[src/verilog/smc_mac_cfg.svh]
`ifndef SMC_MAC_CFG_SVH
`define SMC_MAC_CFG_SVH

// ---------------------------------------------------------------------------
// widths for the byte-serial memory access controller
// ---------------------------------------------------------------------------

// internal data word, one AHB-side transfer
`define SMC_WORD_W   32

// external memory data bus, 8-bit only
`define SMC_BYTE_W   8

// access counter, holds up to three further accesses
`define SMC_CNT_W    2

// one-hot sequencer state code
`define SMC_STATE_W  5

`endif

[src/verilog/smc_mac_pkg.sv]
`default_nettype none

`include "smc_mac_cfg.svh"

package smc_mac_pkg;

  // ---------------------------------------------------------------------------
  // data path vectors
  // ---------------------------------------------------------------------------

  typedef logic [`SMC_WORD_W-1:0] word_t;     // internal bus word
  typedef logic [`SMC_BYTE_W-1:0] byte_t;     // external bus byte
  typedef logic [`SMC_CNT_W-1:0]  acc_cnt_t;  // accesses left after current one

  // transfer size, same coding as the internal bus size field
  typedef enum logic [1:0]
  {
    XSIZ_8    = 2'd0,
    XSIZ_16   = 2'd1,
    XSIZ_32   = 2'd2,
    XSIZ_RSVD = 2'd3   // reserved, runs as a byte transfer
  } xfer_size_t;

  // sequencer next state, one-hot
  typedef enum logic [`SMC_STATE_W-1:0]
  {
    SMC_IDLE  = 5'b00001,
    SMC_LE    = 5'b00010,  // address latch enable
    SMC_RW    = 5'b00100,  // read or write strobe
    SMC_STORE = 5'b01000,
    SMC_FLOAT = 5'b10000   // bus turnaround
  } smc_state_t;

endpackage

`default_nettype wire

[src/verilog/smc_access_counter.sv]
`timescale 1ns/1ps
`default_nettype none

module smc_access_counter
(
  input  wire                      sys_clk10,
  input  wire                      n_sys_reset10,  // async, active low
  input  wire                      valid_access,   // address cycle of new transfer
  input  wire smc_mac_pkg::xfer_size_t xfer_size,  // valid with valid_access
  input  wire                      smc_done,       // sequencer end of access
  input  wire smc_mac_pkg::smc_state_t smc_nextstate,
  output smc_mac_pkg::xfer_size_t  r_xfer_size,    // stored size of transfer
  output smc_mac_pkg::xfer_size_t  v_xfer_size,    // size valid in any cycle
  output smc_mac_pkg::acc_cnt_t    r_num_access,   // accesses still to run
  output logic                     mac_done        // last access under way
);

  smc_mac_pkg::acc_cnt_t num_accesses;  // decoded load value
  logic                  count_step;    // qualified done strobe

  // ---------------------------------------------------------------------------
  // transfer size store
  // ---------------------------------------------------------------------------

  always_ff @(posedge sys_clk10 or negedge n_sys_reset10)
  begin
    if (!n_sys_reset10)
    begin
      r_xfer_size <= smc_mac_pkg::XSIZ_8;
    end
    else if (valid_access)
    begin
      r_xfer_size <= xfer_size;   // held until next address cycle
    end
  end

  // live size during the address cycle, stored size after it
  assign v_xfer_size = valid_access ? xfer_size : r_xfer_size;

  // ---------------------------------------------------------------------------
  // access count decode
  // ---------------------------------------------------------------------------

  always_comb
  begin
    case (xfer_size)
      smc_mac_pkg::XSIZ_32 : num_accesses = 2'd3;  // four byte accesses
      smc_mac_pkg::XSIZ_16 : num_accesses = 2'd1;  // two byte accesses
      default              : num_accesses = 2'd0;  // byte or reserved, one access
    endcase
  end

  // only accesses that move on to another bus cycle count
  assign count_step = smc_done
                      && (smc_nextstate != smc_mac_pkg::SMC_STORE)
                      && (smc_nextstate != smc_mac_pkg::SMC_IDLE);

  // ---------------------------------------------------------------------------
  // countdown
  // ---------------------------------------------------------------------------

  always_ff @(posedge sys_clk10 or negedge n_sys_reset10)
  begin
    if (!n_sys_reset10)
    begin
      r_num_access <= '0;
    end
    else if (valid_access)
    begin
      r_num_access <= num_accesses;   // load wins over a step
    end
    else if (count_step)
    begin
      r_num_access <= r_num_access - smc_mac_pkg::acc_cnt_t'(1);
    end
    // no done strobe, count holds
  end

  // zero count means the current access is the last one
  assign mac_done = (r_num_access == '0);

endmodule

`default_nettype wire

[src/verilog/smc_read_assembler.sv]
`timescale 1ns/1ps
`default_nettype none

module smc_read_assembler
(
  input  wire                          sys_clk10,
  input  wire                          n_sys_reset10,  // async, active low
  input  wire                          latch_data,     // external byte valid
  input  wire smc_mac_pkg::byte_t      data_smc,       // external read byte
  input  wire smc_mac_pkg::acc_cnt_t   r_num_access,   // selects the store lane
  input  wire smc_mac_pkg::xfer_size_t r_xfer_size,    // stored size of transfer
  output smc_mac_pkg::word_t           read_data       // word to internal bus
);

  smc_mac_pkg::word_t r_read_data;  // byte store

  // store lanes, lane 3 is most significant
  smc_mac_pkg::byte_t st_b3;
  smc_mac_pkg::byte_t st_b2;
  smc_mac_pkg::byte_t st_b1;
  smc_mac_pkg::byte_t st_b0;

  // ---------------------------------------------------------------------------
  // read byte store
  // ---------------------------------------------------------------------------

  // first byte of a transfer lands highest, so the count names the lane
  always_ff @(posedge sys_clk10 or negedge n_sys_reset10)
  begin
    if (!n_sys_reset10)
    begin
      r_read_data <= '0;
    end
    else if (latch_data)
    begin
      case (r_num_access)
        2'd3 :
        begin
          r_read_data[31:24] <= data_smc;
          r_read_data[23:0]  <= '0;     // clear stale lanes of last word
        end
        2'd2 :
        begin
          r_read_data[23:16] <= data_smc;
          r_read_data[15:0]  <= '0;
        end
        2'd1 :
        begin
          r_read_data[15:8] <= data_smc;  // upper byte of a halfword too
        end
        default :
        begin
          r_read_data[7:0] <= data_smc;
        end
      endcase
    end
  end

  assign st_b3 = r_read_data[31:24];
  assign st_b2 = r_read_data[23:16];
  assign st_b1 = r_read_data[15:8];
  assign st_b0 = r_read_data[7:0];

  // ---------------------------------------------------------------------------
  // read word mux
  // ---------------------------------------------------------------------------

  // live byte bypasses the store in the latch cycle, narrow sizes replicate
  always_comb
  begin
    case (r_xfer_size)
      smc_mac_pkg::XSIZ_32 :
      begin
        if (latch_data)
        begin
          read_data = {st_b3, st_b2, st_b1, data_smc};
        end
        else
        begin
          read_data = r_read_data;
        end
      end
      smc_mac_pkg::XSIZ_16 :
      begin
        if (latch_data)
        begin
          read_data = {st_b1, data_smc, st_b1, data_smc};  // halfword in both halves
        end
        else
        begin
          read_data = {st_b1, st_b0, st_b1, st_b0};
        end
      end
      default :   // byte or reserved size
      begin
        if (latch_data)
        begin
          read_data = {4{data_smc}};
        end
        else
        begin
          read_data = {4{st_b0}};
        end
      end
    endcase
  end

endmodule

`default_nettype wire

[src/verilog/smc_write_lane_sel.sv]
`timescale 1ns/1ps
`default_nettype none

module smc_write_lane_sel
(
  input  wire smc_mac_pkg::word_t     write_data,    // held by the bus for all accesses
  input  wire smc_mac_pkg::acc_cnt_t  r_num_access,  // accesses still to run
  output smc_mac_pkg::byte_t          smc_data       // byte to external bus
);

  // ---------------------------------------------------------------------------
  // write byte select
  // ---------------------------------------------------------------------------

  // most significant byte first, a halfword starts at count 1
  always_comb
  begin
    case (r_num_access)
      2'd3 :
      begin
        smc_data = write_data[31:24];
      end
      2'd2 :
      begin
        smc_data = write_data[23:16];
      end
      2'd1 :
      begin
        smc_data = write_data[15:8];   // upper byte of halfword
      end
      default :
      begin
        smc_data = write_data[7:0];    // last access, or a single byte
      end
    endcase
  end

endmodule

`default_nettype wire

[src/verilog/smc_mac_lite.sv]
`timescale 1ns/1ps
`default_nettype none

module smc_mac_lite
(
  input  wire                          sys_clk10,
  input  wire                          n_sys_reset10,  // async, active low
  input  wire                          valid_access,   // address cycle of new transfer
  input  wire smc_mac_pkg::xfer_size_t xfer_size,      // valid with valid_access
  input  wire                          smc_done,       // sequencer end of access
  input  wire smc_mac_pkg::smc_state_t smc_nextstate,  // sequencer next state
  input  wire                          latch_data,     // external read byte valid
  input  wire smc_mac_pkg::byte_t      data_smc,       // external read byte
  input  wire smc_mac_pkg::word_t      write_data,     // internal write word
  output wire smc_mac_pkg::acc_cnt_t   r_num_access,   // access counter
  output wire                          mac_done,       // last access flag
  output wire smc_mac_pkg::xfer_size_t v_xfer_size,    // current transfer size
  output wire smc_mac_pkg::word_t      read_data,      // word to internal bus
  output wire smc_mac_pkg::byte_t      smc_data        // external write byte
);

  wire smc_mac_pkg::xfer_size_t r_xfer_size;  // stored size for read mux

  // ---------------------------------------------------------------------------
  // size and count stage
  // ---------------------------------------------------------------------------

  smc_access_counter i_smc_access_counter
  (
    .sys_clk10     (sys_clk10),
    .n_sys_reset10 (n_sys_reset10),
    .valid_access  (valid_access),
    .xfer_size     (xfer_size),
    .smc_done      (smc_done),
    .smc_nextstate (smc_nextstate),
    .r_xfer_size   (r_xfer_size),
    .v_xfer_size   (v_xfer_size),
    .r_num_access  (r_num_access),
    .mac_done      (mac_done)
  );

  // ---------------------------------------------------------------------------
  // read assembly and write lane stages
  // ---------------------------------------------------------------------------

  smc_read_assembler i_smc_read_assembler
  (
    .sys_clk10     (sys_clk10),
    .n_sys_reset10 (n_sys_reset10),
    .latch_data    (latch_data),
    .data_smc      (data_smc),
    .r_num_access  (r_num_access),
    .r_xfer_size   (r_xfer_size),
    .read_data     (read_data)
  );

  // count alone picks the lane, size is implied by the load value
  smc_write_lane_sel i_smc_write_lane_sel
  (
    .write_data    (write_data),
    .r_num_access  (r_num_access),
    .smc_data      (smc_data)
  );

endmodule

`default_nettype wire

[config.mk]
export PLATFORM = sky130hd
export DESIGN_NAME = smc_mac_lite
export DESIGN_NICKNAME = d
export VERILOG_FILES = /design/src/verilog/smc_mac_pkg.sv /design/src/verilog/smc_access_counter.sv /design/src/verilog/smc_read_assembler.sv /design/src/verilog/smc_write_lane_sel.sv /design/src/verilog/smc_mac_lite.sv
export VERILOG_INCLUDE_DIRS = /design/src /design/src/verilog
export SDC_FILE = /design/constraint.sdc
export NUM_CORES = 1
export LEC_CHECK = 0
export BUFFER_PORTS_ARGS = -buffer_cell sky130_fd_sc_hd__clkbuf_2
export CAP_MARGIN = 10
export CORE_ASPECT_RATIO = 1.2
export CORE_MARGIN = 2
export CORE_UTILIZATION = 47
export DETAILED_ROUTE_END_ITERATION = 8
export PLACE_DENSITY = 0.79
export RECOVER_POWER = 25
export SYNTH_ARGS = -nofsm -noshare
export SYNTH_HDL_FRONTEND = slang
export SYNTH_SLANG_ARGS = --single-unit
[constraint.sdc]
create_clock -name sys_clk10 -period 2 [get_ports sys_clk10]
set_input_delay 0.3 -clock sys_clk10 [delete_from_list [all_inputs] [get_ports sys_clk10]]
set_output_delay 0.3 -clock sys_clk10 [all_outputs]
set_load 0.02 [all_outputs]
==> metrics.cfg <==
[logic_synthesis]
synth.distinct_cells=34
yosys.area.top_type=dfrtp_1
ys_ff_latch=36
synth_top_area_share=0.4100
syn_area_sq_um=2197
seq_area_frac_synth=0.4100
yosysWarnings=0
synth.area.top_cells=dfrtp_1 41%, nand2_1 11%, mux2_2 8.2%, a22o_1 6.8%, o21ai_0 4.1%
synth_nets=295
synthCells=236
synth_area_per_cell_sq_um=9.310

[detailed_routing]
dr_total_vias=2174
viasPerCell=5.518
drtIter0Drc=107
first_pass_iters=6
drc=0
ant_nets=0
drt-total-wl_mm=6.037
avgRoutedWirePerCell_um=15.32

[die]
fp.dieW_um=66.42
core_sq_um=4561
ioPinCount=97
die_y_um=78.90
rows=27
dieArea_sq_um=5240
start_util=0.4818

[cells_and_area]
antenna_cells=0
drive_above_1_share=0.4583
areaGrowthSynthToFinish_pct=35.36
fin_nets=394
fill_cells=379
finalNonFillerCells=394

[placed_design]
gp_congestion=0.7959
placed_cells=379
post-dp-hpwl_mm=4.358
port_buffers=96

[critical_path]
cp.required_ns=1.70
endpoint_kind=primary output
start_kind=register
crit_fanout=9
r2r-end=i_smc_read_assembler.r_read_data[2]$_DFFE_PN0P_
worstPathArrival_ns=1.67
crit_type=reg2out
r2r-start=i_smc_access_counter.r_num_access[1]$_DFFE_PN0P_
rrSetupSlack_ns=0.33
rr_worst_depth=6

[cts]
cts_buffers=5
clkTransAtPathRegs_ns=0.07
clockRootBuffer=clkbuf_8
hold_buffers=0
clock_path_buffers=2
htree_levels=2
clk_latency_ns=0.29
clock-sinks=36
cts_tree=yes

[global_routing]
overflow=0
antenna_found_initial=0
grt_first_pass_wirelength_mm=9.349
grt_pass1_vias=2040
grt_use_total=0.2317
grt_max_degree=37

[outcome]
status=finished clean

[power_and_ir_drop]
fin_total_pwr_w=0.002742
power.density_nw_per_um2=921.9
p_leak_nw=1.575
ir_drop_v=0.0005564

[sta]
worst_hold_slack_ns=0.2055
maxSlewHeadroom=0.4221
tightestPinTransition_ns=0.8669
fmax_mhz=508.7
period_share=0.9829
finalSetupTns_ns=0
hold_viol_final=0
setup_viol=0
finalCriticalPeriod_ns=1.966
rsz0062_at_grt=true
skew_ns=0.003147
finalMaxSlewViolations=0

[flow_run]
maxCapViolCount=0

[min_path]
holdCritPathClass=in2async

==> cell type report <==
cell class | instances | area, sq um | share of cell area
sequential | 36 | 903.4 | 0.3037
timing repair buffer | 109 | 599.3 | 0.2015
inverter | 14 | 52.55 | 0.01767
clock inverter | 2 | 35.03 | 0.01178
multi-input combinational | 169 | 1239 | 0.4165
clock buffer | 6 | 72.57 | 0.02440
tap | 58 | 72.57 | 0.02440
==> cells in the final DEF (no fill, tap or decap), types with 2 or more instances in the layout <==
| cell type | n |
|---|---|
| a222oi_1 | 8 |
| a22o_1 | 17 |
| a22oi_1 | 4 |
| a22oi_2 | 4 |
| buf_2 | 6 |
| buf_4 | 11 |
| buf_6 | 3 |
| clkbuf_2 | 86 |
| clkbuf_4 | 3 |
| clkbuf_8 | 5 |
| dfrtp_1 | 34 |
| dfrtp_2 | 2 |
| ha_1 | 2 |
| ha_4 | 4 |
| inv_1 | 10 |
| inv_2 | 4 |
| mux2_2 | 16 |
| mux2i_1 | 8 |
| nand2_1 | 66 |
| nand2b_1 | 2 |
| nor2b_4 | 2 |
| o21ai_0 | 18 |
==> metal layers <==
layer / part of all wire / GRT usage
met1: 0.40 / 0.2885
met2: 0.54 / 0.4170
met3: 0.048 / 0.03541
met4: 0.011 / 0.05306
met5: 0 / 0
==> report_power, final <==
part	leakage, nW	internal (W)	switching, W
sequential	0.455	0.000893	0.000114
combinational	1.06	0.000477	0.000632
clock	0.0552	0.000370	0.000256
total	1.58	0.00174	0.00100
==> flip-flops by register name, indices dropped and copies added (netlist names) <==
| register | count |
|---|---|
| i_smc_read_assembler.r_read_data | 32 |
| i_smc_access_counter.r_num_access | 2 |
| i_smc_access_counter.r_xfer_size | 2 |
==> worst max-delay path by stage <==
| stage | to | depth (start not counted) | slack [ns] | start |
|---|---|---|---|---|
| 3_5_place_dp | read_data[30] | 6 | 0.04 | i_smc_access_counter.r_xfer_size[0]$_DFF_PN0_ |
| 2_1_floorplan | smc_data[0] | 6 | 0.13 | i_smc_access_counter.r_num_access[1]$_DFFE_PN0P_ |
| 5_1_grt | smc_data[6] | 5 | -0.07 | i_smc_access_counter.r_num_access[1]$_DFFE_PN0P_ |
| 3_3_place_gp | read_data[27] | 6 | 0.1 | i_smc_access_counter.r_xfer_size[0]$_DFF_PN0_ |
| 6_report | smc_data[6] | 5 | 0.03 | i_smc_access_counter.r_num_access[1]$_DFFE_PN0P_ |
| 4_1_cts | read_data[30] | 7 | 0.02 | i_smc_access_counter.r_xfer_size[0]$_DFF_PN0_ |
==> synthesized netlist by cell type (all sizes together) <==
| cell type | count |
|---|---|
| a21oi | 1 |
| dfrtp | 36 |
| a22o | 17 |
| mux2 | 16 |
| o31a | 1 |
| a2111o | 1 |
| a211oi | 1 |
| nand2b | 3 |
| nand4b | 1 |
| nand3 | 1 |
| o21ai | 19 |
| nand2 | 67 |
| a222oi | 8 |
| nor3 | 2 |
| inv | 14 |
| buf | 14 |
| o21ba | 1 |
| and2 | 1 |
| ha | 7 |
| nor2b | 3 |
| xor2 | 1 |
| clkbuf | 3 |
| a22oi | 8 |
| nor2 | 1 |
| nor4b | 1 |
| mux2i | 8 |
==> kinds of logic (layout without fill, tap and decap cells) <==
| kind of cell | after synthesis | count (layout) | share of synthesized area |
|---|---|---|---|
| fa+ha+maj | 7 | 7 | 0.03986 |
| buf+inv | 31 | 131 | 0.06890 |
| simple gates | 80 | 80 | 0.1629 |
| flops | 36 | 36 | 0.4100 |
| compound gates | 57 | 57 | 0.1959 |
| mux | 24 | 24 | 0.1185 |
| xor+xnor | 1 | 1 | 0.003987 |
==> worst max-delay path, cell delays in order (launching register included) <==
cell	delay, ns
dfrtp_2	0.45
inv_2	0.08
ha_4	0.20
a222oi_1	0.34
mux2i_1	0.13
buf_2	0.18
==> metrics by stage <==
step | setup WS [ns] | utilization | cell area [sq um]
6_report | 0.03426 | 0.6521 | 2974
5_1_grt | -0.07293 | 0.6521 | 2974
4_1_cts | 0.02401 | 0.6316 | 2880
3_5_place_dp | 0.04075 | 0.5912 | 2696
3_3_place_gp | 0.09591 | 0.5912 | 2696
2_1_floorplan | 0.1307 | - | 2197
==> timing repair <==
item                                    4_1_cts  5_1_grt
gates resized for setup                      19       22
cloned                                        1        0
endpoints found under the setup margin       26       30
buffers inserted                              1        5
pin swaps                                     0        4
Power figures use the tool's default switching activity.
